===== config.mk =====
export PLATFORM = sky130hd
export DESIGN_NAME = board_specific_top
export DESIGN_NICKNAME = d
export VERILOG_FILES = /design/src/common/board_pkg.sv /design/src/hdl/board_specific_top.sv /design/src/hdl/lab_core.sv /design/src/i2s/inmp441_mic_i2s_receiver.sv /design/src/tm1638/tm1638_board_controller.sv /design/src/hdl/strobe_gen.sv
export SDC_FILE = /design/constraint.sdc
export NUM_CORES = 1
export LEC_CHECK = 0
export BUFFER_PORTS_ARGS = -buffer_cell sky130_fd_sc_hd__clkbuf_2
export CAP_MARGIN = 20
export CORE_ASPECT_RATIO = 0.5
export CORE_UTILIZATION = 35
export DETAILED_ROUTE_END_ITERATION = 16
export GPL_TIMING_DRIVEN = 1
export SETUP_SLACK_MARGIN = 0.05
export SLEW_MARGIN = 10
export SYNTH_ARGS = -nofsm -noshare
export SYNTH_HDL_FRONTEND = slang
export SYNTH_HIERARCHICAL = 1
export SYNTH_SLANG_ARGS = --single-unit

===== constraint.sdc =====
create_clock -name clk -period 6.22 [get_ports clk]
set_input_delay 0.622 -clock clk [delete_from_list [all_inputs] [get_ports clk]]
set_output_delay 0.622 -clock clk [all_outputs]
set_load 0.05 [all_outputs]

===== src/common/board_pkg.sv =====
`default_nettype none

package board_pkg;

    // front panel geometry
    localparam int tm_w_digit = 8;
    localparam int tm_w_key   = 8;
    localparam int tm_w_led   = 8;

    // microphone sample and i2s framing
    localparam int mic_w_sample   = 24;

    // serial clocks per ws frame, left half is the first 32
    localparam int i2s_frame_bits = 64;

    // tm1638 command bytes

    // data write, auto-increment address
    localparam logic [7:0] tm_cmd_write_auto = 8'h40;

    // start address 0
    localparam logic [7:0] tm_cmd_addr0      = 8'hc0;

    // display on, full brightness
    localparam logic [7:0] tm_cmd_display_on = 8'h8f;

    // key scan read
    localparam logic [7:0] tm_cmd_read_keys  = 8'h42;

endpackage

`default_nettype wire

===== src/hdl/board_specific_top.sv =====
`timescale 1ns/100ps
`default_nettype none

module board_specific_top
#(
    parameter clk_mhz   = 50,
    parameter strobe_hz = 1
)
(
    input  logic clk,
    input  logic reset,
    output logic sio_clk,
    output logic sio_stb,
    output logic sio_data_out,
    output logic sio_data_oe,
    input  logic sio_data_in,
    output logic mic_sck,
    output logic mic_ws,
    output logic mic_lr,
    input  logic mic_sd
);

    import board_pkg::*;

    logic                       tick;
    logic [tm_w_key-1:0]        keys;
    logic [tm_w_led-1:0]        led;
    logic [mic_w_sample-1:0]    sample;
    logic                       sample_valid;
    logic [tm_w_digit-1:0][7:0] abcdefgh;
    logic [tm_w_digit-1:0][7:0] hgfedcba;

    strobe_gen
    #(
        .clk_mhz   (clk_mhz),
        .strobe_hz (strobe_hz)
    )
    u_strobe_gen
    (
        .clk   (clk),
        .reset (reset),
        .tick  (tick)
    );

    lab_core u_lab_core
    (
        .clk          (clk),
        .reset        (reset),
        .tick         (tick),
        .keys         (keys),
        .sample       (sample),
        .sample_valid (sample_valid),
        .led          (led),
        .abcdefgh     (abcdefgh)
    );

    // the panel wants segment a in bit 0
    for (genvar d = 0; d < tm_w_digit; d++)
    begin : g_rev_digit
        for (genvar b = 0; b < 8; b++)
        begin : g_rev_bit
            assign hgfedcba[d][b] = abcdefgh[d][7 - b];
        end
    end

    tm1638_board_controller
    #(
        .clk_mhz (clk_mhz)
    )
    u_tm1638
    (
        .clk          (clk),
        .reset        (reset),
        .hgfedcba     (hgfedcba),
        .led          (led),
        .keys         (keys),
        .sio_clk      (sio_clk),
        .sio_stb      (sio_stb),
        .sio_data_out (sio_data_out),
        .sio_data_oe  (sio_data_oe),
        .sio_data_in  (sio_data_in)
    );

    inmp441_mic_i2s_receiver
    #(
        .clk_mhz (clk_mhz)
    )
    u_microphone
    (
        .clk          (clk),
        .reset        (reset),
        .sd           (mic_sd),
        .sck          (mic_sck),
        .ws           (mic_ws),
        .lr           (mic_lr),
        .sample       (sample),
        .sample_valid (sample_valid)
    );

endmodule

`default_nettype wire


===== src/hdl/lab_core.sv =====
`timescale 1ns/100ps
`default_nettype none

module lab_core
(
    input  logic                                  clk,
    input  logic                                  reset,
    input  logic                                  tick,
    input  logic [board_pkg::tm_w_key-1:0]        keys,
    input  logic [board_pkg::mic_w_sample-1:0]    sample,
    input  logic                                  sample_valid,
    output logic [board_pkg::tm_w_led-1:0]        led,
    output logic [board_pkg::tm_w_digit-1:0][7:0] abcdefgh
);

    import board_pkg::*;

    logic [15:0]             counter;
    logic [15:0]             mic_hold;
    logic [4*tm_w_digit-1:0] shown;

    // common hex font, a in bit 7, decimal point off
    function automatic logic [7:0] hex_seg(input logic [3:0] nib);
        case (nib)
            4'h0:    hex_seg = 8'b1111_1100;
            4'h1:    hex_seg = 8'b0110_0000;
            4'h2:    hex_seg = 8'b1101_1010;
            4'h3:    hex_seg = 8'b1111_0010;
            4'h4:    hex_seg = 8'b0110_0110;
            4'h5:    hex_seg = 8'b1011_0110;
            4'h6:    hex_seg = 8'b1011_1110;
            4'h7:    hex_seg = 8'b1110_0000;
            4'h8:    hex_seg = 8'b1111_1110;
            4'h9:    hex_seg = 8'b1111_0110;
            4'ha:    hex_seg = 8'b1110_1110;
            4'hb:    hex_seg = 8'b0011_1110;
            4'hc:    hex_seg = 8'b1001_1100;
            4'hd:    hex_seg = 8'b0111_1010;
            4'he:    hex_seg = 8'b1001_1110;
            default: hex_seg = 8'b1000_1110;
        endcase
    endfunction

    always_ff @(posedge clk)
    begin
        if (reset)
        begin
            counter  <= '0;
            mic_hold <= '0;
            led      <= '0;
        end
        else
        begin
            // key 0 holds the counter at zero
            if (keys[0])
                counter <= '0;
            else if (tick)
                counter <= counter + 16'd1;
            if (sample_valid)
                mic_hold <= sample[mic_w_sample-1 -: 16];
            led <= keys;
        end
    end

    // digit i shows nibble i, so the most significant nibble sits on digit 7
    assign shown = {mic_hold, counter};

    for (genvar i = 0; i < tm_w_digit; i++)
    begin : g_digit
        assign abcdefgh[i] = hex_seg(shown[4*i +: 4]);
    end

endmodule

`default_nettype wire


===== src/i2s/inmp441_mic_i2s_receiver.sv =====
`timescale 1ns/100ps
`default_nettype none

module inmp441_mic_i2s_receiver
#(
    parameter clk_mhz = 50
)
(
    input  logic                              clk,
    input  logic                              reset,
    input  logic                              sd,
    output logic                              sck,
    output logic                              ws,
    output logic                              lr,
    output logic [board_pkg::mic_w_sample-1:0] sample,
    output logic                              sample_valid
);

    import board_pkg::*;

    localparam int sck_half = clk_mhz / 4;
    localparam int w_div    = sck_half > 1 ? $clog2(sck_half) : 1;
    localparam int w_bit    = $clog2(i2s_frame_bits);

    logic [w_div-1:0]        div;
    logic [w_bit-1:0]        bit_cnt;
    logic [w_bit-1:0]        bit_nxt;
    logic [mic_w_sample-1:0] shift;

    // left channel only
    assign lr      = 1'b0;
    assign bit_nxt = bit_cnt + 1'b1;

    always_ff @(posedge clk)
    begin
        sample_valid <= 1'b0;
        if (reset)
        begin
            div     <= '0;
            sck     <= 1'b1;
            ws      <= 1'b1;
            bit_cnt <= '1;
            sample  <= '0;
        end
        else if (div == w_div'(sck_half - 1))
        begin
            div <= '0;
            sck <= ~sck;
            if (sck)
            begin
                // falling edge, advance the frame
                bit_cnt <= bit_nxt;
                ws      <= (bit_nxt >= w_bit'(i2s_frame_bits / 2));
            end
            else if (bit_cnt >= w_bit'(1) && bit_cnt <= w_bit'(mic_w_sample))
            begin
                // rising edge, msb one slot after ws falls
                shift <= {shift[mic_w_sample-2:0], sd};
                if (bit_cnt == w_bit'(mic_w_sample))
                begin
                    sample       <= {shift[mic_w_sample-2:0], sd};
                    sample_valid <= 1'b1;
                end
            end
        end
        else
            div <= div + 1'b1;
    end

    assert property (@(posedge clk) disable iff (reset) $changed(ws) |-> $fell(sck));

endmodule

`default_nettype wire


===== src/tm1638/tm1638_board_controller.sv =====
`timescale 1ns/100ps
`default_nettype none

module tm1638_board_controller
#(
    parameter clk_mhz = 50
)
(
    input  logic                                  clk,
    input  logic                                  reset,
    input  logic [board_pkg::tm_w_digit-1:0][7:0] hgfedcba,
    input  logic [board_pkg::tm_w_led-1:0]        led,
    output logic [board_pkg::tm_w_key-1:0]        keys,
    output logic                                  sio_clk,
    output logic                                  sio_stb,
    output logic                                  sio_data_out,
    output logic                                  sio_data_oe,
    input  logic                                  sio_data_in
);

    import board_pkg::*;

    localparam int half_bit = clk_mhz / 2;
    localparam int w_timer  = half_bit > 1 ? $clog2(half_bit) : 1;

    logic [w_timer-1:0]         timer;
    logic                       step;
    logic                       idle;
    logic [1:0]                 gap_cnt;
    logic [1:0]                 grp;
    logic [4:0]                 byte_cnt;
    logic [2:0]                 bit_cnt;
    logic                       phase;
    logic [4:0]                 last_byte;
    logic [1:0]                 rd_j;
    logic [7:0]                 cur_byte;
    logic [7:0]                 nxt_byte;
    logic [7:0]                 first_byte;
    logic [tm_w_digit-1:0][7:0] snap_seg;
    logic [tm_w_led-1:0]        snap_led;
    logic [tm_w_key-1:0]        rd_keys;

    // byte b of group g; in group 1 even addresses are digits, odd are leds
    function automatic logic [7:0] byte_at(input logic [1:0] g, input logic [4:0] b);
        logic [3:0] addr;
        addr = 4'(b - 5'd1);
        case (g)
            2'd0:    byte_at = tm_cmd_write_auto;
            2'd1:
            begin
                if (b == 5'd0)
                    byte_at = tm_cmd_addr0;
                else if (!addr[0])
                    byte_at = snap_seg[addr[3:1]];
                else
                    byte_at = {7'b0, snap_led[addr[3:1]]};
            end
            2'd2:    byte_at = tm_cmd_display_on;
            default: byte_at = tm_cmd_read_keys;
        endcase
    endfunction

    assign step       = (timer == w_timer'(half_bit - 1));
    assign last_byte  = (grp == 2'd1) ? 5'd16 : (grp == 2'd3) ? 5'd4 : 5'd0;
    assign rd_j       = 2'(byte_cnt - 5'd1);
    assign cur_byte   = byte_at(grp, byte_cnt);
    assign nxt_byte   = byte_at(grp, byte_cnt + 5'd1);
    assign first_byte = byte_at(grp + 2'd1, 5'd0);

    // reset leaves the timer at its end so the first group starts right away
    always_ff @(posedge clk)
    begin
        if (reset)
            timer <= w_timer'(half_bit - 1);
        else if (step)
            timer <= '0;
        else
            timer <= timer + 1'b1;
    end

    // panel contents are frozen for the whole frame
    always_ff @(posedge clk)
    begin
        if (step && idle && gap_cnt == 2'd3 && grp == 2'd3)
        begin
            snap_seg <= hgfedcba;
            snap_led <= led;
        end
    end

    always_ff @(posedge clk)
    begin
        if (reset)
        begin
            idle         <= 1'b1;
            gap_cnt      <= 2'd3;
            grp          <= 2'd3;
            byte_cnt     <= '0;
            bit_cnt      <= '0;
            phase        <= 1'b0;
            sio_stb      <= 1'b1;
            sio_clk      <= 1'b1;
            sio_data_out <= 1'b1;
            sio_data_oe  <= 1'b0;
            rd_keys      <= '0;
            keys         <= '0;
        end
        else if (step)
        begin
            if (idle)
            begin
                if (gap_cnt == 2'd3)
                begin
                    idle         <= 1'b0;
                    grp          <= grp + 2'd1;
                    byte_cnt     <= '0;
                    bit_cnt      <= '0;
                    phase        <= 1'b0;
                    sio_stb      <= 1'b0;
                    sio_clk      <= 1'b0;
                    sio_data_oe  <= 1'b1;
                    sio_data_out <= first_byte[0];
                end
                else
                    gap_cnt <= gap_cnt + 2'd1;
            end
            else if (!phase)
            begin
                // rising edge, the panel takes the bit here
                phase   <= 1'b1;
                sio_clk <= 1'b1;
            end
            else
            begin
                // key j on bit 0, key j+4 on bit 4
                if (grp == 2'd3 && byte_cnt != 5'd0)
                begin
                    if (bit_cnt == 3'd0)
                        rd_keys[{1'b0, rd_j}] <= sio_data_in;
                    if (bit_cnt == 3'd4)
                        rd_keys[{1'b1, rd_j}] <= sio_data_in;
                end
                phase <= 1'b0;
                if (bit_cnt != 3'd7)
                begin
                    bit_cnt      <= bit_cnt + 3'd1;
                    sio_clk      <= 1'b0;
                    sio_data_out <= cur_byte[bit_cnt + 3'd1];
                end
                else if (byte_cnt != last_byte)
                begin
                    byte_cnt     <= byte_cnt + 5'd1;
                    bit_cnt      <= '0;
                    sio_clk      <= 1'b0;
                    sio_data_out <= nxt_byte[0];
                    // release the line once the read command is out
                    sio_data_oe  <= (grp != 2'd3);
                end
                else
                begin
                    idle         <= 1'b1;
                    gap_cnt      <= '0;
                    sio_stb      <= 1'b1;
                    sio_data_oe  <= 1'b0;
                    sio_data_out <= 1'b1;
                    if (grp == 2'd3)
                        keys <= rd_keys;
                end
            end
        end
    end

    assert property (@(posedge clk) disable iff (reset) sio_stb |-> sio_clk);

    assert property (@(posedge clk) disable iff (reset)
        (!idle && grp == 2'd3 && byte_cnt != 5'd0) |-> !sio_data_oe);

endmodule

`default_nettype wire


===== src/hdl/strobe_gen.sv =====
`timescale 1ns/100ps
`default_nettype none

module strobe_gen
#(
    parameter clk_mhz   = 50,
    parameter strobe_hz = 1
)
(
    input  logic clk,
    input  logic reset,
    output logic tick
);

    localparam int period = clk_mhz * 1000000 / strobe_hz;
    localparam int w_cnt  = period > 1 ? $clog2(period) : 1;

    logic [w_cnt-1:0] cnt;

    // down-counter, tick on each reload
    always_ff @(posedge clk)
    begin
        if (reset)
        begin
            cnt  <= w_cnt'(period - 1);
            tick <= 1'b0;
        end
        else if (cnt == '0)
        begin
            cnt  <= w_cnt'(period - 1);
            tick <= 1'b1;
        end
        else
        begin
            cnt  <= cnt - 1'b1;
            tick <= 1'b0;
        end
    end

endmodule

`default_nettype wire


Word level (Yosys, flattened, before mapping)
Memories as Yosys holds them, arrays and structs flattened. A register that Yosys moved wholly into a read port is not among the register bits. Cells that the tools add are included.

Flip-flop bits (word level): 238. ROM bits: 896. Input bits: 4. Memories: 8.

$add $sub $neg: 11. $lt $le $gt $ge: 10. Equal/unequal tests: 18. Multiplexer cells: 76. Bitwise logic cells: 7. Reduce and logical (&&, ||, !) cells: 36.

Memory list: (name not given) (words 16, bits a word 7, rd ports 1, clocked after memory_dff 1, write ports 0, line lab_core.sv:24) `case (nib)`; (name not given) (words 16, bits a word 7, rd ports 1, clocked after memory_dff 1, write ports 0, line lab_core.sv:24); (name not given) (words 16, bits a word 7, rd ports 1, clocked after memory_dff 1, write ports 0, line lab_core.sv:24); (name not given) (words 16, bits a word 7, rd ports 1, clocked after memory_dff 1, write ports 0, line lab_core.sv:24); (name not given) (words 16, bits a word 7, rd ports 1, clocked after memory_dff 1, write ports 0, line lab_core.sv:24); (name not given) (words 16, bits a word 7, rd ports 1, clocked after memory_dff 1, write ports 0, line lab_core.sv:24); 2 more memories.

Operators by type and width (number): 2-to-1 mux 8 bit (10); binary-select mux 8 bit (select 3 bit) (2); 2-to-1 mux 1 bit (36); 2-to-1 mux 5 bit (7); logical NOT 26 bit (1); subtractor 26 x 1 -> 26 bit (second input constant) (1); case mux 8 bit (3 select lines) (1); AND reduction 4 bit (5); 2-to-1 mux 3 bit (6); adder 16 x 1 -> 16 bit (second input constant) (1); bitwise mux 8 bit (2); < comparator 3 x 4 -> 1 bit (second input constant) (4); AND reduction 5 bit (3); adder 5 x 1 -> 5 bit (second input constant) (2); logical NOT 5 bit (2); 2-to-1 mux 2 bit (5); binary-select mux 1 bit (select 3 bit) (3); AND reduction 3 bit (3); == test 2 bit (second input constant) (4); OR reduction 2 bit (4); subtractor 4 x 1 -> 4 bit (second input constant) (2); logical AND 1 bit (7); NOT 1 bit (7); adder 6 x 1 -> 6 bit (second input constant) (1); 29 further kinds (39).

Longest topological paths before layout
Depth in word-level cells: 14. Gate-level depth with buffers: 12. Mapped depth without buffers: 10.

By module
The synthesis kept the hierarchy.

Modules (own cells, without submodules): tm1638_board_controller (instances 1, cells each 417, area an instance 5162.5 um^2, sequential area each 2942.8 um^2); lab_core (instances 1, cells each 518, area an instance 4829.6 um^2, sequential area each 1921.8 um^2); inmp441_mic_i2s_receiver (instances 1, cells each 191, area an instance 2250.9 um^2, sequential area each 1411.4 um^2); strobe_gen (instances 1, cells each 141, area an instance 1234.9 um^2, sequential area each 540.5 um^2).

Worst setup path after synthesis
OpenSTA, ideal clock, no wires.

Path type: reg2reg. Start: register u_tm1638.timer[0]. End: register u_tm1638.snap_led[0] (enable). Library setup time: 0.502 ns. Arrival: 3.909 ns. Required time: 5.718 ns. Path slack: 1.808 ns. Stages on the path, launching flop included: 6. Buffers on the path: 0. Clock period less this slack: 4.412 ns. Cell sequence: dfxtp_1 inv_1 ha_1 and4b_1 nand2_1 nor2_1.

Longest elaborated chain between the ends: 4.

RTL lines: start, declared (line tm1638_board_controller.sv:26) `logic [w_timer-1:0] timer;`; start signal, assigned (line tm1638_board_controller.sv:74) `timer <= w_timer'(half_bit - 1);`; start signal, assigned (line tm1638_board_controller.sv:78) `timer <= timer + 1'b1;`; == test 5 bit (line tm1638_board_controller.sv:63) `assign step = (timer == w_timer'(half_bit - 1));`; logical AND 1 bit (3 in a row) (line tm1638_board_controller.sv:84) `if (step && idle && gap_cnt == 2'd3 && grp == 2'd3)`; end signal, assigned (line tm1638_board_controller.sv:87) `snap_led <= led;`; end, declared (line tm1638_board_controller.sv:40) `logic [tm_w_led-1:0] snap_led;`.

Every way passes these cells. A chain may end at the register's enable or synchronous reset.

Worst setup path after layout
Start: register u_tm1638.byte_cnt[0]. End: register u_tm1638.sio_data_out.

Longest elaborated chain between the ends: 11. Elaborated cells on any way between the ends: 26.

RTL lines: start, declared (line tm1638_board_controller.sv:31) `logic [4:0] byte_cnt;`; start signal, assigned (line tm1638_board_controller.sv:152) `byte_cnt <= byte_cnt + 5'd1;`; adder 5 x 1 -> 5 bit / subtractor 4 x 1 -> 4 bit (equally long branches); subtractor 4 x 1 -> 4 bit (tied with other cells) (line tm1638_board_controller.sv:46) `addr = 4'(b - 5'd1);`; binary-select mux 8 bit (select 3 bit) (tied with other cells) (line tm1638_board_controller.sv:54) `byte_at = snap_seg[addr[3:1]];`; 2-to-1 mux 1 bit (implied by the code) (tied with other cells) (line tm1638_board_controller.sv:54); 2-to-1 mux 1 bit / 2-to-1 mux 8 bit (equally long branches) (line tm1638_board_controller.sv:53, tm1638_board_controller.sv:51); 2-to-1 mux 1 bit / case mux 8 bit (3 select lines) (equally long branches) (line tm1638_board_controller.sv:51, tm1638_board_controller.sv:47); case mux 1 bit (3 select lines) / binary-select mux 1 bit (select 3 bit) (equally long branches) (line tm1638_board_controller.sv:47, tm1638_board_controller.sv:148); 2-to-1 mux 1 bit (on tied branches) (line tm1638_board_controller.sv:150, tm1638_board_controller.sv:148); 2-to-1 mux 1 bit * (line tm1638_board_controller.sv:144) `if (bit_cnt != 3'd7)`; 2-to-1 mux 1 bit * (line tm1638_board_controller.sv:127) `else if (!phase)`; 2-to-1 mux 1 bit * (line tm1638_board_controller.sv:110) `if (idle)`; end signal, assigned (line tm1638_board_controller.sv:122) `sio_data_out <= first_byte[0];`; end signal, assigned (line tm1638_board_controller.sv:148) `sio_data_out <= cur_byte[bit_cnt + 3'd1];`; end signal, assigned (line tm1638_board_controller.sv:155) `sio_data_out <= nxt_byte[0];`; end, declared (line tm1638_board_controller.sv:16) `output logic sio_data_out,`.

Mark *: on every way between the ends. The rest lies on a longest branch, timed or not. The select of a mux whose other input is x is not followed.

==> metrics.cfg <==
[setup_path]
end_kind=register
r2r_slack_ps=2710
startpoint_type=register
cp_max_fo=25
required_ps=6660
reg2reg_from=u_tm1638/byte_cnt[0]
startpoint=u_tm1638/byte_cnt[0]
cp_data_arrival_time_ps=3940
critPathKind=reg -> reg

[layout]
ff_latch_area_um2=6660
mostFrequentLayoutCells=dfxtp_1, nor2_1, nand2_1
areaGrowthSynthToFinish_pct=10.5
fillers=3430
diodes=0
final_common_cell=dfxtp_1
nets=1304
multi_input_area_um2=5990
drive_above_1_share_pct=10.5

[detailed_routing]
drt-total-wl_mm=26.1
drc=0
vias=8886
drt_iter0_drc=658
antenna_left=0
avgRoutedWirePerCell_um=15.1
via_per_inst=5.15
dr.pass1.iters=5

[global_route]
grt_pass1_wl_mm=43.2
grt_start_max_net_pins=50
first_global_vias=8437
gr-total-overflow=0
grt_util_all_layers_pct=13.4
antenna_found_initial=1

[placed_design]
hpwlAfterDp_mm=18.2
place_ws_ps=2730
place.gp.congestion=0.861
io_buffers=9

[power_and_ir_drop]
p_per_area_nw_per_um2=317
ir_worst_vdd_mv=0.177
p_total_mw=4.61
p_leak_nw=5.12

[sta]
fmax_ghz=0.285
slew_violations=0
fin_worst_skew_ps=9.23
fin_crit_sh_pct=56.4
fin_tns_setup_ps=0
setup_viol=0
setup_slack_ps=2710
maxSlewHeadroom_pct=26.5
tightest_slew_ps=1090
period_minus_slack_ps=3510
hold_violations=0
rsz0062_at_grt=false

[clock_tree]
clk_path_buf_depth=3
cts_hold_buffers=0
htreeDepth=1
post_cts.repair.setup_buffers=0
clk_pin_slew_worst_paths_ps=70
root_buffer=clkbuf_16
ctsResizeCount=0
clock_latency_ps=540
numCtsBuffers=28
cts_tree=built
cts.sinks=285

[run_status]
status=finished, final reports clean

[yosys]
syn_area_per_cell_um2=10.7
ys_warn_count=6
synthesis.area_um2=13200
synthCells=1235

[die]
fp-row-count=49
start_util_pct=36.1
io_pins=11
dieHeight_um=139
coreArea_um2=36500
die_area_um2=38500
die-width_um=276

[flow_run]
cap_viol_max_count=0

[worst_hold_path]
hp-class=in -> reg
hold_start=mic_sd

state kept, by name, summed over array words and instances, names as in the netlist, 4 cells and up:
signal                flops
u_microphone/div          4
u_microphone/bit_cnt      5
u_tm1638/timer            5
u_tm1638/byte_cnt         5
u_lab_core/counter       16
u_microphone/sample      16
u_tm1638/snap_led         8
u_strobe_gen/cnt         26
u_microphone/shift       23
u_lab_core/led            8
u_lab_core/mic_hold      16
u_tm1638/rd_keys          8
u_lab_core/abcdefgh      56
u_tm1638/snap_seg        64
u_tm1638/keys             8
critical path, stage by stage, from the launching register on:
cell,delay (ps)
dfxtp_1,680
inv_1,280
ha_1,560
inv_2,540
mux4_2,580
mux2i_1,170
o21ai_0,130
a41oi_1,200
a32oi_1,80
o32a_2,180
report_power, final:
group | switching [mW] | leakage [nW] | total (mW) | internal (mW)
logic | 0.446 | 2.41 | 0.677 | 0.231
clock network | 0.717 | 0.458 | 1.73 | 1.01
registers | 0.105 | 2.26 | 2.20 | 2.10
total | 1.27 | 5.12 | 4.61 | 3.34
layout make-up:
class / count / share of cell area, %
sequential: 285 / 45.7
clock inverter: 18 / 1.25
inverter: 62 / 1.60
tap: 484 / 4.16
timing repair buffer: 15 / 0.833
multi-input combinational: 829 / 41.1
clock buffer: 34 / 5.32
routing by layer:
layer  global-route usage (%)  part of all wire (%)  vias to the layer above
li1                         -                     -                     4389
met1                     18.9                    49                     4275
met2                     21.4                    44                      185
met3                     2.66                   4.6                       37
met4                     2.91                   1.8                        0
met5                        0                     0                        -
stage by stage:
step,hold slack [ps],utilization [%],instance area (µm²),instances
3_3_place_gp,390,37.2,13600,1672
3_5_place_dp,390,37.2,13600,1673
5_1_grt,233,39.9,14600,1727
6_report,249,39.9,14600,1727
4_1_cts,223,39.8,14500,1725
2_1_floorplan,379,-,13200,1242
worst paths after layout:
| kind | cells past startpoint | endpoint |
|---|---|---|
| max | 9 | u_tm1638/sio_data_out |
| max reg2reg | 9 | u_tm1638/sio_data_out |
| min | 1 | u_microphone/shift[0] |
| min reg2reg | 0 | u_tm1638/snap_seg[28] |
Power figures use the tool's default switching activity.
